===== src/rtl/scaler_geom_pkg.sv =====
////////////////////////////////////////////////////////////////////////////
// Geometry widths, register fields and command codes of the host port.
// Counts are 12 bits wide, so sizes above 4095 cannot be expressed.
////////////////////////////////////////////////////////////////////////////

`default_nettype none

package scaler_geom_pkg;

	// Pixel or line count
	typedef logic [11:0] pix_t;
	// Aspect value with bit 12 as the absolute size flag
	typedef logic [12:0] ar_t;
	typedef logic [15:0] io_word_t;

	typedef enum logic [2:0] {
		fld_width,
		fld_height,
		fld_vset,
		fld_hset_free,
		fld_arc1x,
		fld_arc1y,
		fld_arc2x,
		fld_arc2y
	} cfg_field_t;

	// Host command codes, low byte of the command word
	localparam logic [7:0] CMD_VIDEO_MODE = 8'h20;
	localparam logic [7:0] CMD_VSET       = 8'h27;
	localparam logic [7:0] CMD_HSET       = 8'h37;
	localparam logic [7:0] CMD_AR_CUSTOM  = 8'h3A;

	// 1080p until the host says otherwise
	localparam pix_t DEF_WIDTH  = 12'd1920;
	localparam pix_t DEF_HEIGHT = 12'd1080;

	localparam int MD_STEPS = 24;

	typedef enum logic [2:0] {
		st_choose, st_start_w, st_wait_w, st_start_h,
		st_wait_h, st_spare, st_clamp, st_bounds
	} calc_state_t;

endpackage

`default_nettype wire


===== src/rtl/host_cmd_decoder.sv =====
////////////////////////////////////////////////////////////////////////////
// The host waits for the acknowledge before each new word, so no stall.
// Porch and sync words of the video mode command are skipped.
////////////////////////////////////////////////////////////////////////////

`timescale 1ns/100ps
`default_nettype none

module host_cmd_decoder (
	input  wire                           clk_sys,
	input  wire                           resetd,
	input  wire                           i_io_uio,
	input  wire                           i_io_clk,
	input  wire scaler_geom_pkg::io_word_t i_io_din,
	output logic                          o_io_ack,
	output logic                          o_cfg_wr,
	output scaler_geom_pkg::cfg_field_t   o_cfg_sel,
	output scaler_geom_pkg::io_word_t     o_cfg_data
);

	import scaler_geom_pkg::*;

	logic       io_sync;
	logic       strobe_rise;
	logic       has_cmd;
	logic [7:0] cmd;
	logic [3:0] word_cnt;
	logic       field_hit;
	cfg_field_t field_sel;

	// New word while the sync stage leads the acknowledge
	assign strobe_rise = io_sync & ~o_io_ack;

	////////////////////////////////////////////////////////////////////////////
	// Word index to register field
	////////////////////////////////////////////////////////////////////////////

	always_comb begin
		field_hit = 1'b0;
		field_sel = fld_width;
		case (cmd)
			CMD_VIDEO_MODE: begin
				// Only active width and height are kept
				if (word_cnt == 4'd0) begin
					field_hit = 1'b1;
					field_sel = fld_width;
				end else if (word_cnt == 4'd4) begin
					field_hit = 1'b1;
					field_sel = fld_height;
				end
			end
			CMD_VSET: begin
				field_hit = (word_cnt == 4'd0);
				field_sel = fld_vset;
			end
			CMD_HSET: begin
				field_hit = (word_cnt == 4'd0);
				field_sel = fld_hset_free;
			end
			CMD_AR_CUSTOM: begin
				case (word_cnt)
					4'd0: field_sel = fld_arc1x;
					4'd1: field_sel = fld_arc1y;
					4'd2: field_sel = fld_arc2x;
					default: field_sel = fld_arc2y;
				endcase
				field_hit = (word_cnt < 4'd4);
			end
			default: ;
		endcase
	end

	////////////////////////////////////////////////////////////////////////////
	// Acknowledge and framing
	////////////////////////////////////////////////////////////////////////////

	always_ff @(posedge clk_sys) begin
		if (resetd) begin
			io_sync  <= 1'b0;
			o_io_ack <= 1'b0;
			has_cmd  <= 1'b0;
			cmd      <= '0;
			word_cnt <= '0;
			o_cfg_wr <= 1'b0;
		end else begin
			io_sync  <= i_io_clk;
			o_io_ack <= io_sync;
			o_cfg_wr <= 1'b0;
			if (!i_io_uio) begin
				has_cmd <= 1'b0;
				cmd     <= '0;
			end else if (strobe_rise) begin
				if (!has_cmd) begin
					has_cmd  <= 1'b1;
					cmd      <= i_io_din[7:0];
					word_cnt <= '0;
				end else begin
					// Saturate so long commands never wrap onto a field
					if (word_cnt != 4'hF)
						word_cnt <= word_cnt + 4'd1;
					o_cfg_wr <= field_hit;
				end
			end
		end
	end

	always_ff @(posedge clk_sys) begin
		if (strobe_rise) begin
			o_cfg_sel  <= field_sel;
			o_cfg_data <= i_io_din;
		end
	end

endmodule

`default_nettype wire


===== src/rtl/scaler_geom_top.sv =====
////////////////////////////////////////////////////////////////////////////
// Host port and core aspect inputs share clk_sys
////////////////////////////////////////////////////////////////////////////

`timescale 1ns/100ps
`default_nettype none

module scaler_geom_top (
	input  wire                            clk_sys,
	input  wire                            resetd,
	input  wire                            i_io_uio,
	input  wire                            i_io_clk,
	input  wire scaler_geom_pkg::io_word_t i_io_din,
	input  wire scaler_geom_pkg::ar_t      i_video_arx,
	input  wire scaler_geom_pkg::ar_t      i_video_ary,
	output wire                            o_io_ack,
	output wire scaler_geom_pkg::pix_t     o_out_width,
	output wire scaler_geom_pkg::pix_t     o_out_height,
	output wire scaler_geom_pkg::pix_t     o_hmin,
	output wire scaler_geom_pkg::pix_t     o_hmax,
	output wire scaler_geom_pkg::pix_t     o_vmin,
	output wire scaler_geom_pkg::pix_t     o_vmax
);

	import scaler_geom_pkg::*;

	// Decoder to register bank
	wire        cfg_wr;
	cfg_field_t cfg_sel;
	io_word_t   cfg_data;

	// Stored configuration
	pix_t width, height, vset, hset;
	wire  freescale;
	ar_t  arc1x, arc1y, arc2x, arc2y;

	host_cmd_decoder host_cmd_decoder_inst (
		.clk_sys(clk_sys), .resetd(resetd),
		.i_io_uio(i_io_uio), .i_io_clk(i_io_clk), .i_io_din(i_io_din),
		.o_io_ack(o_io_ack),
		.o_cfg_wr(cfg_wr), .o_cfg_sel(cfg_sel), .o_cfg_data(cfg_data)
	);

	video_cfg_regs video_cfg_regs_inst (
		.clk_sys(clk_sys), .resetd(resetd),
		.i_cfg_wr(cfg_wr), .i_cfg_sel(cfg_sel), .i_cfg_data(cfg_data),
		.o_width(width), .o_height(height), .o_vset(vset), .o_hset(hset),
		.o_freescale(freescale),
		.o_arc1x(arc1x), .o_arc1y(arc1y), .o_arc2x(arc2x), .o_arc2y(arc2y)
	);

	window_calc window_calc_inst (
		.clk_sys(clk_sys), .resetd(resetd),
		.i_width(width), .i_height(height), .i_vset(vset), .i_hset(hset),
		.i_freescale(freescale),
		.i_arc1x(arc1x), .i_arc1y(arc1y), .i_arc2x(arc2x), .i_arc2y(arc2y),
		.i_video_arx(i_video_arx), .i_video_ary(i_video_ary),
		.o_out_width(o_out_width), .o_out_height(o_out_height),
		.o_hmin(o_hmin), .o_hmax(o_hmax), .o_vmin(o_vmin), .o_vmax(o_vmax)
	);

endmodule

`default_nettype wire


===== src/rtl/umuldiv.sv =====
////////////////////////////////////////////////////////////////////////////
// Result keeps the low 12 bits of the quotient. A zero divisor gives ones.
// Start is ignored while busy.
////////////////////////////////////////////////////////////////////////////

`timescale 1ns/100ps
`default_nettype none

module umuldiv (
	input  wire                        clk_sys,
	input  wire                        resetd,
	input  wire                        i_start,
	input  wire scaler_geom_pkg::pix_t i_mul1,
	input  wire scaler_geom_pkg::pix_t i_mul2,
	input  wire scaler_geom_pkg::pix_t i_div,
	output logic                       o_busy,
	output scaler_geom_pkg::pix_t      o_result
);

	import scaler_geom_pkg::*;

	localparam int PIX_W  = $bits(pix_t);
	localparam int PROD_W = 2 * PIX_W;
	localparam int STEP_W = $clog2(MD_STEPS + 1);

	logic [STEP_W-1:0] step;
	logic [PROD_W-1:0] quo;
	pix_t              rem;
	pix_t              div_r;
	logic [PIX_W:0]    rem_shift;
	logic              last_step;

	// Next partial remainder takes the top dividend bit
	assign rem_shift = {rem, quo[PROD_W-1]};
	assign last_step = (step == STEP_W'(MD_STEPS));

	always_ff @(posedge clk_sys) begin
		if (resetd) begin
			o_busy <= 1'b0;
			step   <= '0;
		end else if (!o_busy) begin
			o_busy <= i_start;
			step   <= '0;
		end else if (last_step) begin
			o_busy <= 1'b0;
		end else begin
			step <= step + 1'b1;
		end
	end

	always_ff @(posedge clk_sys) begin
		if (!o_busy) begin
			if (i_start) begin
				quo   <= i_mul1 * i_mul2;
				rem   <= '0;
				div_r <= i_div;
			end
		end else if (last_step) begin
			o_result <= (div_r == '0) ? '1 : quo[PIX_W-1:0];
		end else if (rem_shift >= {1'b0, div_r}) begin
			rem <= PIX_W'(rem_shift - {1'b0, div_r});
			quo <= {quo[PROD_W-2:0], 1'b1};
		end else begin
			rem <= rem_shift[PIX_W-1:0];
			quo <= {quo[PROD_W-2:0], 1'b0};
		end
	end

endmodule

`default_nettype wire


===== src/rtl/video_cfg_regs.sv =====
////////////////////////////////////////////////////////////////////////////
// One field written per cycle, from the bits that field uses
////////////////////////////////////////////////////////////////////////////

`timescale 1ns/100ps
`default_nettype none

module video_cfg_regs (
	input  wire                            clk_sys,
	input  wire                            resetd,
	input  wire                            i_cfg_wr,
	input  wire scaler_geom_pkg::cfg_field_t i_cfg_sel,
	input  wire scaler_geom_pkg::io_word_t i_cfg_data,
	output scaler_geom_pkg::pix_t          o_width,
	output scaler_geom_pkg::pix_t          o_height,
	output scaler_geom_pkg::pix_t          o_vset,
	output scaler_geom_pkg::pix_t          o_hset,
	output logic                           o_freescale,
	output scaler_geom_pkg::ar_t           o_arc1x,
	output scaler_geom_pkg::ar_t           o_arc1y,
	output scaler_geom_pkg::ar_t           o_arc2x,
	output scaler_geom_pkg::ar_t           o_arc2y
);

	import scaler_geom_pkg::*;

	always_ff @(posedge clk_sys) begin
		if (resetd) begin
			o_width     <= DEF_WIDTH;
			o_height    <= DEF_HEIGHT;
			o_vset      <= '0;
			o_hset      <= '0;
			o_freescale <= 1'b0;
			o_arc1x     <= '0;
			o_arc1y     <= '0;
			o_arc2x     <= '0;
			o_arc2y     <= '0;
		end else if (i_cfg_wr) begin
			case (i_cfg_sel)
				fld_width:  o_width  <= i_cfg_data[11:0];
				fld_height: o_height <= i_cfg_data[11:0];
				fld_vset:   o_vset   <= i_cfg_data[11:0];
				fld_hset_free: begin
					// Bit 15 is free scale, bits 14:12 unused
					o_freescale <= i_cfg_data[15];
					o_hset      <= i_cfg_data[11:0];
				end
				fld_arc1x: o_arc1x <= i_cfg_data[12:0];
				fld_arc1y: o_arc1y <= i_cfg_data[12:0];
				fld_arc2x: o_arc2x <= i_cfg_data[12:0];
				fld_arc2y: o_arc2y <= i_cfg_data[12:0];
				default: ;
			endcase
		end
	end

endmodule

`default_nettype wire


===== src/rtl/window_calc.sv =====
////////////////////////////////////////////////////////////////////////////
// Bounds follow a config change after at most two full FSM passes.
// No done flag is given.
////////////////////////////////////////////////////////////////////////////

`timescale 1ns/100ps
`default_nettype none

module window_calc (
	input  wire                        clk_sys,
	input  wire                        resetd,
	input  wire scaler_geom_pkg::pix_t i_width,
	input  wire scaler_geom_pkg::pix_t i_height,
	input  wire scaler_geom_pkg::pix_t i_vset,
	input  wire scaler_geom_pkg::pix_t i_hset,
	input  wire                        i_freescale,
	input  wire scaler_geom_pkg::ar_t  i_arc1x,
	input  wire scaler_geom_pkg::ar_t  i_arc1y,
	input  wire scaler_geom_pkg::ar_t  i_arc2x,
	input  wire scaler_geom_pkg::ar_t  i_arc2y,
	input  wire scaler_geom_pkg::ar_t  i_video_arx,
	input  wire scaler_geom_pkg::ar_t  i_video_ary,
	output scaler_geom_pkg::pix_t      o_out_width,
	output scaler_geom_pkg::pix_t      o_out_height,
	output scaler_geom_pkg::pix_t      o_hmin,
	output scaler_geom_pkg::pix_t      o_hmax,
	output scaler_geom_pkg::pix_t      o_vmin,
	output scaler_geom_pkg::pix_t      o_vmax
);

	import scaler_geom_pkg::*;

	calc_state_t state;
	pix_t        ar_x, ar_y;
	logic        ar_abs;
	logic        fill_out;
	logic        md_start, md_busy;
	pix_t        md_mul1, md_mul2, md_div, md_res;
	pix_t        wcalc, hcalc, videow, videoh;
	pix_t        h_off, v_off;

	umuldiv umuldiv_inst (
		.clk_sys  (clk_sys),
		.resetd   (resetd),
		.i_start  (md_start),
		.i_mul1   (md_mul1),
		.i_mul2   (md_mul2),
		.i_div    (md_div),
		.o_busy   (md_busy),
		.o_result (md_res)
	);

	// Video fills the output when no ratio is usable
	assign fill_out = i_freescale || (ar_x == '0) || (ar_y == '0);
	assign h_off    = (i_width - videow) >> 1;
	assign v_off    = (i_height - videoh) >> 1;

	////////////////////////////////////////////////////////////////////////////
	// Sequencer
	////////////////////////////////////////////////////////////////////////////

	always_ff @(posedge clk_sys) begin
		if (resetd) begin
			state        <= st_choose;
			md_start     <= 1'b0;
			o_out_width  <= '0;
			o_out_height <= '0;
			o_hmin       <= '0;
			o_hmax       <= '0;
			o_vmin       <= '0;
			o_vmax       <= '0;
		end else begin
			// Overrides count only when smaller than the mode
			o_out_height <= (i_vset != '0 && i_vset < i_height) ? i_vset : i_height;
			o_out_width  <= (i_hset != '0 && i_hset < i_width) ? i_hset : i_width;
			md_start     <= 1'b0;
			case (state)
				st_choose:  state <= (fill_out || ar_abs) ? st_clamp : st_start_w;
				st_start_w: begin
					md_start <= 1'b1;
					state    <= st_wait_w;
				end
				st_wait_w:  if (!md_start && !md_busy) state <= st_start_h;
				st_start_h: begin
					md_start <= 1'b1;
					state    <= st_wait_h;
				end
				st_wait_h:  if (!md_start && !md_busy) state <= st_spare;
				st_spare:   state <= st_clamp;
				st_clamp:   state <= st_bounds;
				st_bounds: begin
					o_hmin <= h_off;
					o_hmax <= h_off + videow - 12'd1;
					o_vmin <= v_off;
					o_vmax <= v_off + videoh - 12'd1;
					state  <= st_choose;
				end
				default:    state <= st_choose;
			endcase
		end
	end

	////////////////////////////////////////////////////////////////////////////
	// Aspect select and size datapath
	////////////////////////////////////////////////////////////////////////////

	always_ff @(posedge clk_sys) begin
		// ARY of zero means ARX picks a custom pair
		if (i_video_ary == '0) begin
			if (i_video_arx == 13'd1) begin
				ar_x   <= i_arc1x[11:0];
				ar_y   <= i_arc1y[11:0];
				ar_abs <= i_arc1x[12] | i_arc1y[12];
			end else if (i_video_arx == 13'd2) begin
				ar_x   <= i_arc2x[11:0];
				ar_y   <= i_arc2y[11:0];
				ar_abs <= i_arc2x[12] | i_arc2y[12];
			end else begin
				ar_x   <= '0;
				ar_y   <= '0;
				ar_abs <= 1'b0;
			end
		end else begin
			ar_x   <= i_video_arx[11:0];
			ar_y   <= i_video_ary[11:0];
			ar_abs <= i_video_arx[12] | i_video_ary[12];
		end

		case (state)
			st_choose: begin
				if (fill_out) begin
					wcalc <= o_out_width;
					hcalc <= o_out_height;
				end else if (ar_abs) begin
					wcalc <= ar_x;
					hcalc <= ar_y;
				end
			end
			st_start_w: begin
				md_mul1 <= o_out_height;
				md_mul2 <= ar_x;
				md_div  <= ar_y;
			end
			st_wait_w:  wcalc <= md_res;
			st_start_h: begin
				md_mul1 <= o_out_width;
				md_mul2 <= ar_y;
				md_div  <= ar_x;
			end
			st_wait_h:  hcalc <= md_res;
			st_clamp: begin
				videow <= (wcalc > o_out_width) ? o_out_width : wcalc;
				videoh <= (hcalc > o_out_height) ? o_out_height : hcalc;
			end
			default: ;
		endcase
	end

endmodule

`default_nettype wire


===== config.mk =====
export PLATFORM = sky130hd
export DESIGN_NAME = scaler_geom_top
export DESIGN_NICKNAME = d
export VERILOG_FILES = /design/src/rtl/scaler_geom_pkg.sv /design/src/rtl/host_cmd_decoder.sv /design/src/rtl/scaler_geom_top.sv /design/src/rtl/umuldiv.sv /design/src/rtl/video_cfg_regs.sv /design/src/rtl/window_calc.sv
export SDC_FILE = /design/constraint.sdc
export NUM_CORES = 1
export LEC_CHECK = 0
export CAP_MARGIN = 0
export CORE_ASPECT_RATIO = 1.25
export CORE_MARGIN = 1
export CORE_UTILIZATION = 45
export DETAILED_ROUTE_END_ITERATION = 8
export DONT_BUFFER_PORTS = 1
export REMOVE_ABC_BUFFERS = 1
export SYNTH_ARGS = -nofsm -noshare
export SYNTH_HDL_FRONTEND = slang
export SYNTH_SLANG_ARGS = --single-unit

===== constraint.sdc =====
create_clock -name clk_sys -period 15.2 [get_ports clk_sys]
set_input_delay 2.28 -clock clk_sys [delete_from_list [all_inputs] [get_ports clk_sys]]
set_output_delay 2.28 -clock clk_sys [all_outputs]
set_load 0.03 [all_outputs]

Word-level counts from Yosys, hierarchy flattened
Index checks and enable logic that the tools add are counted.

Register bits: 385. Latch bits: 0. Memories: 0. Output and inout port bits: 73. Memory bits (writable): 0. Memory bits (read-only): 0.

Multipliers: 1. Bitwise gates (word level): 9. Div/mod/pow operators: 0. Shift operators: 0. Reduce and logical (&&, ||, !) cells: 42. Multiplexer cells: 46. $lt $le $gt $ge: 6. Equality and inequality tests: 30. Add/subtract/negate cells: 9.

Operator list (count): 12-bit two-way mux (18); 12-bit one-hot mux with 2 select lines (5); 24-bit two-way mux (3); 12-bit zero test (3); 12-bit subtractor (3); 8-bit by 6-bit equality test with 1-bit output, second input constant (4); 2-bit AND reduction (15); 11-bit by 12-bit adder with 12-bit output (2); 3-bit equality test, second input constant (8); 12-bit greater-than comparator (2); 12-bit less-than comparator (2); 12-bit by 12-bit multiplier with 24-bit output (1); 3-bit one-hot mux with 8 select lines (1); 12-bit nonzero test (2); 12-bit by 1-bit subtractor with 12-bit output, second input constant (2); 13-bit by 1-bit equality test with 1-bit output, second input constant (1); 13-bit by 2-bit equality test with 1-bit output, second input constant (1); 13-bit by 12-bit >= comparator with 1-bit output (1); 13-bit zero test (1); 3-bit by 2-bit equality test with 1-bit output, second input constant (4); 3-bit two-way mux (4); 3-bit one-hot mux with 4 select lines (1); 1-bit two-way mux (10); 4-bit two-way mux (2); 26 further kinds (47).

Depth between registers and ports, before layout
Gate-level depths: netlist of run 1.

Word-level depth: 6. Mapped depth: 19. Gate-level depth less buffers: 18.

Modules after synthesis
A second synthesis of run 1 with hierarchy kept.

Cell total of the unflattened synthesis: 2546. Area, all modules: 24820.1 sq um.

Modules (own cells, without submodules): window_calc (area an instance 11262.1 sq um, instances 1, cells each 1191); umuldiv (area an instance 8136.6 sq um, instances 1, cells each 876); video_cfg_regs (area an instance 4036.4 sq um, instances 1, cells each 368); host_cmd_decoder (area an instance 1385.1 sq um, instances 1, cells each 111).

Worst setup path before layout of run 1
Ideal clock, no wire load.

Path kind: register to register. Start: reg window_calc_inst.md_mul1[3]. End: reg window_calc_inst.umuldiv_inst.quo[21], data pin. Slack: 9.900 ns. Arrival time: 5.032 ns. Cell stages (with the launch flop): 19. Period minus slack after synthesis: 5.300 ns. Data required time: 14.931 ns. Cell sequence: edfxtp_1 > clkbuf_1 > and2_1 > fa_1 > inv_1 > fa_1 > inv_1 > fa_1 > fa_1 > inv_1 > fa_1 > inv_1 > ha_1 > and3_1 > and3_1 > a211oi_1 > o2111ai_1 > xnor2_1 > o21ai_0.

Longest elaborated chain between the ends: 3.

RTL lines: start, declared (RTL line window_calc.sv:38) `pix_t md_mul1, md_mul2, md_div, md_res;`; start signal, assigned (RTL line window_calc.sv:140) `md_mul1 <= o_out_height;`; start signal, assigned (RTL line window_calc.sv:146) `md_mul1 <= o_out_width;`; 12-bit by 12-bit multiplier with 24-bit output (RTL line umuldiv.sv:54) `quo <= i_mul1 * i_mul2;`; 24-bit two-way mux (RTL line umuldiv.sv:53) `if (i_start) begin`; 24-bit two-way mux (RTL line umuldiv.sv:52) `if (!o_busy) begin`; end signal, assigned (RTL line umuldiv.sv:54); end signal, assigned (RTL line umuldiv.sv:62) `quo <= {quo[PROD_W-2:0], 1'b1};`; end signal, assigned (RTL line umuldiv.sv:65) `quo <= {quo[PROD_W-2:0], 1'b0};`; end, declared (RTL line umuldiv.sv:27) `logic [PROD_W-1:0] quo;`.

No other way between the ends. The select of a mux whose other input is x is not followed. A chain may end at the register's enable or synchronous reset.

Worst setup path after layout of run 1
Start: reg window_calc_inst.md_mul1[3]. End: reg window_calc_inst.umuldiv_inst.quo[23], data pin.

The elaborated chain is that of the path after synthesis.

==> summary.md, run 1 <==
| Metric | Value |
|---|---|
| Unique masters post-synth | 80 |
| Die Width | 208 um |
| Final slew viol count | 0 |
| Die Ht | 260 um |
| Root buffer cell | clkbuf_16 |
| Crit path max fanout | 12 |
| Crit path kind | reg2reg |
| Worst-path cell chain | and2_1 -> fa_1 -> fa_1 -> fa_1 -> fa_1 -> inv_1 -> fa_1 -> inv_1 -> ha_1 -> a21oi_1 -> o211ai_1 -> a2111oi_0 -> o21ai_0 -> xnor2_1 -> o21ai_0 |
| Final wirelength | 62300 um |
| Leak | 10.5 nW |
| Vias per inst | about 5.5 |
| Fraction of the mapped netlist area in compound gates | about an eighth |
| Status | complete, no violations |
| Multiplexer share of the synthesized area | under 10% |
| Hold WS | 0.417 ns |
| Critical Path RT | between 15 and 20 ns |
| Setup TNS | 0 ns |
| Adder-cell area share of the yosys netlist | between 10% and 20% |
| Switching power total | around 0.0017 W |
| # DRC | 0 |
| Xor-xnor portion of the synthesized cell area | 2.31% |
| Clock buffer depth | 3 |
| Hold violation count in the final report | 0 |
| Internal | between 0.002 and 0.003 W |
| PortBufs | 0 |
| Final Util | between 40% and 50% |
| Number of H-tree levels | 2 |
| First-pass GRT wire length | 98100 um |
| Synthesized cell area | roughly 0.024 sq mm |
| Synth warnings | 0 |
| Power per cell area | approximately 170 mW/mm^2 |
| Routed Antenna Nets | 0 |
| Rows | 94 |
| Synth area leaders | edfxtp_1 (20%), dfxtp_1 (19%), ha_1 (9.8%) |
| Critical path endpoint category | flip-flop |
| Initial antenna violation count | 0 |
| Max stage delay cell, worst path | a2111oi_0 |
| Area grow syn2layout | 8.03% |
| ANT cells | 0 |
| Hold buffer count at CTS | 0 |
| Post-cts repair resize count | 0 |
| Layout cells sized above 1 | 6.67% |
| HPWL after DPL | 47000 um |
| Share of the synthesized area in the top cell type | between 20 and 25% |
| Logic gate share of total power | 46.7% |
| Min cycle time layout | 6.13 ns |
| Largest net degree at the start of global routing | between 100 and 150 |
| Tcrit/Tclk final | between 40% and 50% |
| Worst path max stage delay | 0.67 ns |
| Setup repair bufs after CTS | 0 |
| Clock power share | 23.7% |
| Seq/Total Area, Yosys | 38.8% |
| Most common cell after layout, fill and taps aside | nand2_1 |
| Area after DPL | between 0.02 and 0.025 sq mm |
| Total CTS buffers | 41 |
| R2r setup slk | 9.07 ns |
| Syn Area/Cell | 9.27 sq um |
| Initial core utilization | 45.5% |
| Post-synth EDFFs | between 150 and 200 |
| Routability cong. | 0.983 |
| Dominant synthesized flop cell | dfxtp_1 |
| Cell taking the most area after synthesis | edfxtp_1 |
| Worst Tran Pin Value | 1.08 ns |
| Tot GR Track Use | 23.2% |
| Commonest non-fill, non-tap cells in the layout | nand2_1 (463), inv_1 (278), dfxtp_1 (222) |
| Peak supply drop | 185 uV |
| Crit start category | flip-flop |
| DRT Pass-1 Iters | 5 |
| Largest family of logic cells by synthesized area | adder cells |
| Power, Total | 0.00451 W |
| GRT overflow | 0 |
| Worst path bufs/invs | 2 |
| Synth Area in Simple Gates | 15.6% |
| Cell mode on critical path | fa_1 |
| Core area | 0.0526 sq mm |
| DR iter-0 viols | 1129 |
| WP data arrival | 6.42 ns |
| Cells after Synth | 2580 |
| CTS tree | yes |
| Fin nets | roughly 2900 |
| Share of total power in sequential cells | 29.6% |
| Vias | 17800 |
| Rel. slew slack | between 20% and 30% |
| Clock Skews | 0.0324 ns |
| Sw frac | 38.6% |
| Synth async-reset ratio | 0% |
| Min-Delay Path Class | reg2reg |
| Io pins | 119 |
| CTS Sinks | 383 |
| Wire length per cell | 19.4 um |
| Crit path max-delay family | adder cells |
| Clock-pin slew of the registers on the worst-case setup and hold paths | 0.06 ns |
| Maximum clock rate | ~160 MHz |
| Max-cap violation count | 0 |
| Vias in the first global route | 17700 |
| Die area | 0.0541 sq mm |
| Post-synthesis sequential element count | 383 |
| Skew-Pair Late Insertion Delay | 0.58 ns |
| # setup viols final | 0 |
| Final Cell Area | 0.0258 sq mm |
| RSZ-0062 raised after global routing | false |
## metal layers
metal / GRT usage [%] / vias up / routed length, um
met5: 0 / - / 0
met4: 9.67 / 0 / 2450
met3: 4.03 / 123 / 3140
met2: 42.3 / 429 / 31900
met1: 26.7 / 8616 / 24800
li1: - / 8592 / -
## cell type report
| class | count | area (sq um) |
|---|---|---|
| clock buffer | 51 | 1120 |
| clock inverter | 25 | 328 |
| fill | 4947 | 26700 |
| inverter | 280 | 1050 |
| multi-input combinational | 1790 | 13100 |
| sequential | 383 | 9280 |
| tap | 672 | 841 |
| timing repair buffer | 18 | 135 |
## worst reg2reg max path, delay by kind of cell, from the launching register on
kind | cells | cell delay [ns]
adders and majority gates | 6 | 3.11
xor gates and xnor gates | 1 | 0.20
buffers and inverters | 2 | 0.11
and+or+nand+nor | 1 | 0.29
DFF | 1 | 0.61
AOI/OAI and AO/OA | 5 | 1.55
## through the flow
stage	std cells	setup slack, ns
after floorplan	2453	9.92
after CTS	3219	8.99
after detailed placement	3143	8.99
after global routing	3219	8.66
final	3219	9.07
after global placement	3143	9.05
## power groups by stage
stage	Combinational (W)	Sequential, W	Clock, W
after global routing	0.00241	0.00134	0.00113
after global placement	0.00209	0.00135	0
after floorplan	0.00164	0.00132	0
final	0.00210	0.00134	0.00107
after CTS	0.00214	0.00134	0.00109
after detailed placement	0.00212	0.00136	0
## path summary, 6_finish.rpt
check / from / endpoint / cells past startpoint
max reg2reg: window_calc_inst.md_mul1[3] / window_calc_inst.umuldiv_inst.quo[23] / 15
max: window_calc_inst.md_mul1[3] / window_calc_inst.umuldiv_inst.quo[23] / 15
min: window_calc_inst.md_div[3] / window_calc_inst.umuldiv_inst.div_r[3] / 0
min reg2reg: window_calc_inst.md_div[3] / window_calc_inst.umuldiv_inst.div_r[3] / 0
## cell usage after synthesis, drive strengths merged, types with 6 or more instances
master	n
nand2	463
inv	279
dfxtp	222
a21oi	189
ha	188
edfxtp	161
nor2	118
clkbuf	110
fa	105
o21ai	97
and2	67
mux2i	59
mux2	54
xnor2	46
nand3	36
nand2b	34
a21o	32
a211oi	29
a22oi	25
nor4	25
nor3	21
buf	18
o211ai	18
o21bai	18
nor2b	17
xor2	17
nand4	12
o21a	12
a31oi	9
and3	9
o31ai	7
and4	6
## flip-flops by register name (all words and copies together), names as in the netlist, 13 cells and up
name                               count
host_cmd_decoder_inst.o_cfg_data      14
video_cfg_regs_inst.o_arc1x           13
video_cfg_regs_inst.o_arc2x           13
window_calc_inst.umuldiv_inst.quo     24
video_cfg_regs_inst.o_arc1y           13
video_cfg_regs_inst.o_arc2y           13
## cells by family after synthesis
kind of cell    after synthesis
simple gates                831
compound gates              488
buf+inv                     408
flops                       383
fa+ha+maj                   293
mux                         113
xor+xnor                     63
other cells                   1
(Power assumes the default switching activity.)
==> run 2, diff against run 1 <==
==> constraint.sdc (replaced) <==
create_clock -name clk_sys -period 5.2 [get_ports clk_sys]
set_input_delay 0.78 -clock clk_sys [delete_from_list [all_inputs] [get_ports clk_sys]]
set_output_delay 0.78 -clock clk_sys [all_outputs]
set_load 0.03 [all_outputs]
==> run 2 against run 1 <==
  * Die area is the same
  * Non-clock buffer count grew 75
  * Setup slack lost 9.0 ns
  * Sequential power grew to 2.9 times the previous value
  * Wire length grew 2.3%
  * Highest routed layer unchanged
  * Clock skew is essentially flat
  * Final cell count grew 2.4%
  * Largest cell class unchanged
  * Sequential share of layout area shrank 1.0 points
  * Critical endpoint is now window_calc_inst.umuldiv_inst.quo[20]
  * Count of clock-buffer cells in the layout grew 9
  * Flip-flop and latch count is the same
  * Critical path type unchanged
  * First-iteration DRC count shrank 23%
==> summary.md, run 2 (synthesis results as in run 1) <==
| Metric | Value |
|---|---|
| Wire length per cell | 19.3 um (-0.10%) |
| WP data arrival | 5.44 ns (-0.98 ns) |
| # DRC | 0 (unchanged) |
| Crit path kind | reg2reg |
| Clock buffer depth | 3 (unchanged) |
| Io pins | 119 (unchanged) |
| Hold buffer count at CTS | 0 (unchanged) |
| Die Ht | 260 um (unchanged) |
| DR iter-0 viols | 868 (-23%) |
| Min cycle time layout | 5.10 ns (-1.03 ns) |
| PortBufs | 0 (unchanged) |
| Die Width | 208 um (unchanged) |
| Crit start category | flip-flop |
| Worst path max stage delay | 0.60 ns (-0.07 ns) |
| Root buffer cell | clkbuf_16 |
| Leak | 10.8 nW (+3.5%) |
| Setup WS pre-CTS | -0.308 ns (-9.30 ns) |
| Total CTS buffers | 42 (+2.4%) |
| Critical Path RT | 5.53 ns (-9.96 ns) |
| Largest reg by FF count | window_calc_inst.umuldiv_inst.quo |
| Min-Delay Path Class | in2reg |
| Hold WS | 0.272 ns (-0.146 ns) |
| R2r setup slk | 0.1 ns (-8.97 ns) |
| Peak supply drop | 795 uV (+330%) |
| Power, Total | 0.0148 W (+230%) |
| Vias | 17900 (+0.85%) |
| Number of H-tree levels | 2 (unchanged) |
| Cell mode on critical path | fa_1 |
| Area after DPL | 0.0248 sq mm (+1.8%) |
| Largest net degree at the start of global routing | 140 (unchanged) |
| DRT Pass-1 Iters | 5 (unchanged) |
| Clock Skews | 0.0320 ns (-0.000376 ns) |
| Regs by FF count | window_calc_inst.umuldiv_inst.quo: 24 flops, host_cmd_decoder_inst.o_cfg_data: 14 flops |
| Non-Filler Instances | 3296 (+2.4%) |
| Rel. slew slack | 25.6% (-2.0 points) |
| Max FFs per register | 24 (unchanged) |
| # setup viols final | 0 (unchanged) |
| Max stage delay cell, worst path | fa_1 |
| Area grow syn2layout | 11.2% |
| Vias per inst | 5.43 (-1.5%) |
| ANT cells | 0 (unchanged) |
| CTS tree | yes |
| Final Cell Area | 0.0266 sq mm (+2.9%) |
| Vias in the first global route | 17900 (+0.93%) |
| Clock-pin slew of the registers on the worst-case setup and hold paths | 0.06 ns (about the same) |
| Rows | 94 (unchanged) |
| Routed Antenna Nets | 0 (unchanged) |
| HPWL after DPL | 48800 um (+3.8%) |
| Fin nets | 2929 (+2.7%) |
| Commonest non-fill, non-tap cells in the layout | nand2_1 (461), inv_1 (274), dfxtp_1 (222) |
| Initial core utilization | 45.5% (unchanged) |
| Skew-Pair Late Insertion Delay | 0.60 ns (+0.02 ns) |
| Maximum clock rate | 196 MHz (+20%) |
| Final slew viol count | 0 (unchanged) |
| First-pass GRT wire length | 99500 um (+1.4%) |
| Layout cells sized above 1 | 10.6% (+4.0 points) |
| GRT overflow | 0 (unchanged) |
| Final WS setup | 0.0951 ns (-8.97 ns) |
| Initial antenna violation count | 0 (unchanged) |
| Power per cell area | 556 mW/mm^2 (+220%) |
| Crit path max fanout | 5 (-7) |
| Routability cong. | 0.944 (-3.9%) |
| Tcrit/Tclk final | 98.2% (+58 points) |
| CTS Sinks | 383 (unchanged) |
| Final wirelength | 63800 um (+2.3%) |
| Hold violation count in the final report | 0 (unchanged) |
| Critical path endpoint category | flip-flop |
| Status | complete, no violations |
| Cells after DPL | 3202 (+1.9%) |
| Worst Tran Pin Value | 1.11 ns (+0.0298 ns) |
| RSZ-0062 raised after global routing | true |
| Worst-path cell chain | nand2_2 -> fa_1 -> fa_1 -> inv_2 -> fa_1 -> fa_1 -> inv_2 -> fa_1 -> inv_2 -> ha_4 -> a211o_1 -> o31a_1 -> a221oi_2 -> xor2_1 -> o21ai_1 |
| Most common cell after layout, fill and taps aside | nand2_1 |
| Core area | 0.0526 sq mm (unchanged) |
| Max-cap violation count | 0 (unchanged) |
| Die area | 0.0541 sq mm (unchanged) |
| Tot GR Track Use | 23.6% (+0.42 points) |
[run 2: cell count changes in the layout (fill, tap and decap cells not counted), sizes merged]
cell / previous run / this run
buf: 18 / 93
clkinvlp: 2 / 1
bufinv: 6 / 1
inv: 284 / 281
clkinv: 13 / 15
clkbuf: 51 / 60
[run 2: stage by stage]
| step | util, % | TNS (ns) |
|---|---|---|
| after floorplan | - | -0.127 |
| after global placement | 47.3 | -0.403 |
| after detailed placement | 47.3 | -0.691 |
| after CTS | 50.1 | 0 |
| after global routing | 50.6 | -0.345 |
| final | 50.6 | 0 |
[run 2: repair_timing]
item                       4_1_cts  5_1_grt
pin swaps                        1       42
setup endpoints to repair        9       12
setup buffers                    4       12
resized for setup                6       50
[run 2: per-layer routing]
| metal | part of all wire (%) | global-route usage (%) | vias up |
|---|---|---|---|
| li1 | - | - | 8745 |
| met2 | 52 | 43.4 | 388 |
| met5 | 0 | 0 | - |
| met3 | 4.1 | 3.41 | 131 |
| met1 | 40 | 27.1 | 8647 |
| met4 | 4.4 | 10.4 | 0 |
[run 2: worst paths after layout]
check	from	to	cells past startpoint
hold reg to reg	window_calc_inst.md_div[0]	window_calc_inst.umuldiv_inst.div_r[0]	0
setup / recovery	window_calc_inst.md_mul2[5]	window_calc_inst.umuldiv_inst.quo[20]	15
setup reg to reg	window_calc_inst.md_mul2[5]	window_calc_inst.umuldiv_inst.quo[20]	15
hold / removal	i_io_din[15]	host_cmd_decoder_inst.o_cfg_data[15]	0
[run 2: report_power, final]
part	switching (W)	internal [W]	total [W]
Sequential	0.000236	0.00363	0.00387
Combinational	0.00418	0.00370	0.00788
Clock	0.00132	0.00170	0.00302
[run 2: layout make-up]
| cell class | instances | area, sq um |
|---|---|---|
| multi-input combinational | 1790 | 13300 |
| sequential | 383 | 9280 |
| inverter | 280 | 1050 |
| fill | 4856 | 26000 |
| tap | 672 | 841 |
| clock buffer | 60 | 1200 |
| clock inverter | 18 | 209 |
| timing repair buffer | 93 | 739 |
[run 2: worst max-delay path: cells and delay by family (launching register included)]
family                     cells  cell delay [ns]
AOI/OAI and AO/OA              4             1.05
xor gates and xnor gates       1             0.17
adders and majority gates      6             2.87
buffers and inverters          3             0.14
DFF                            1             0.52
and+or+nand+nor                1             0.10
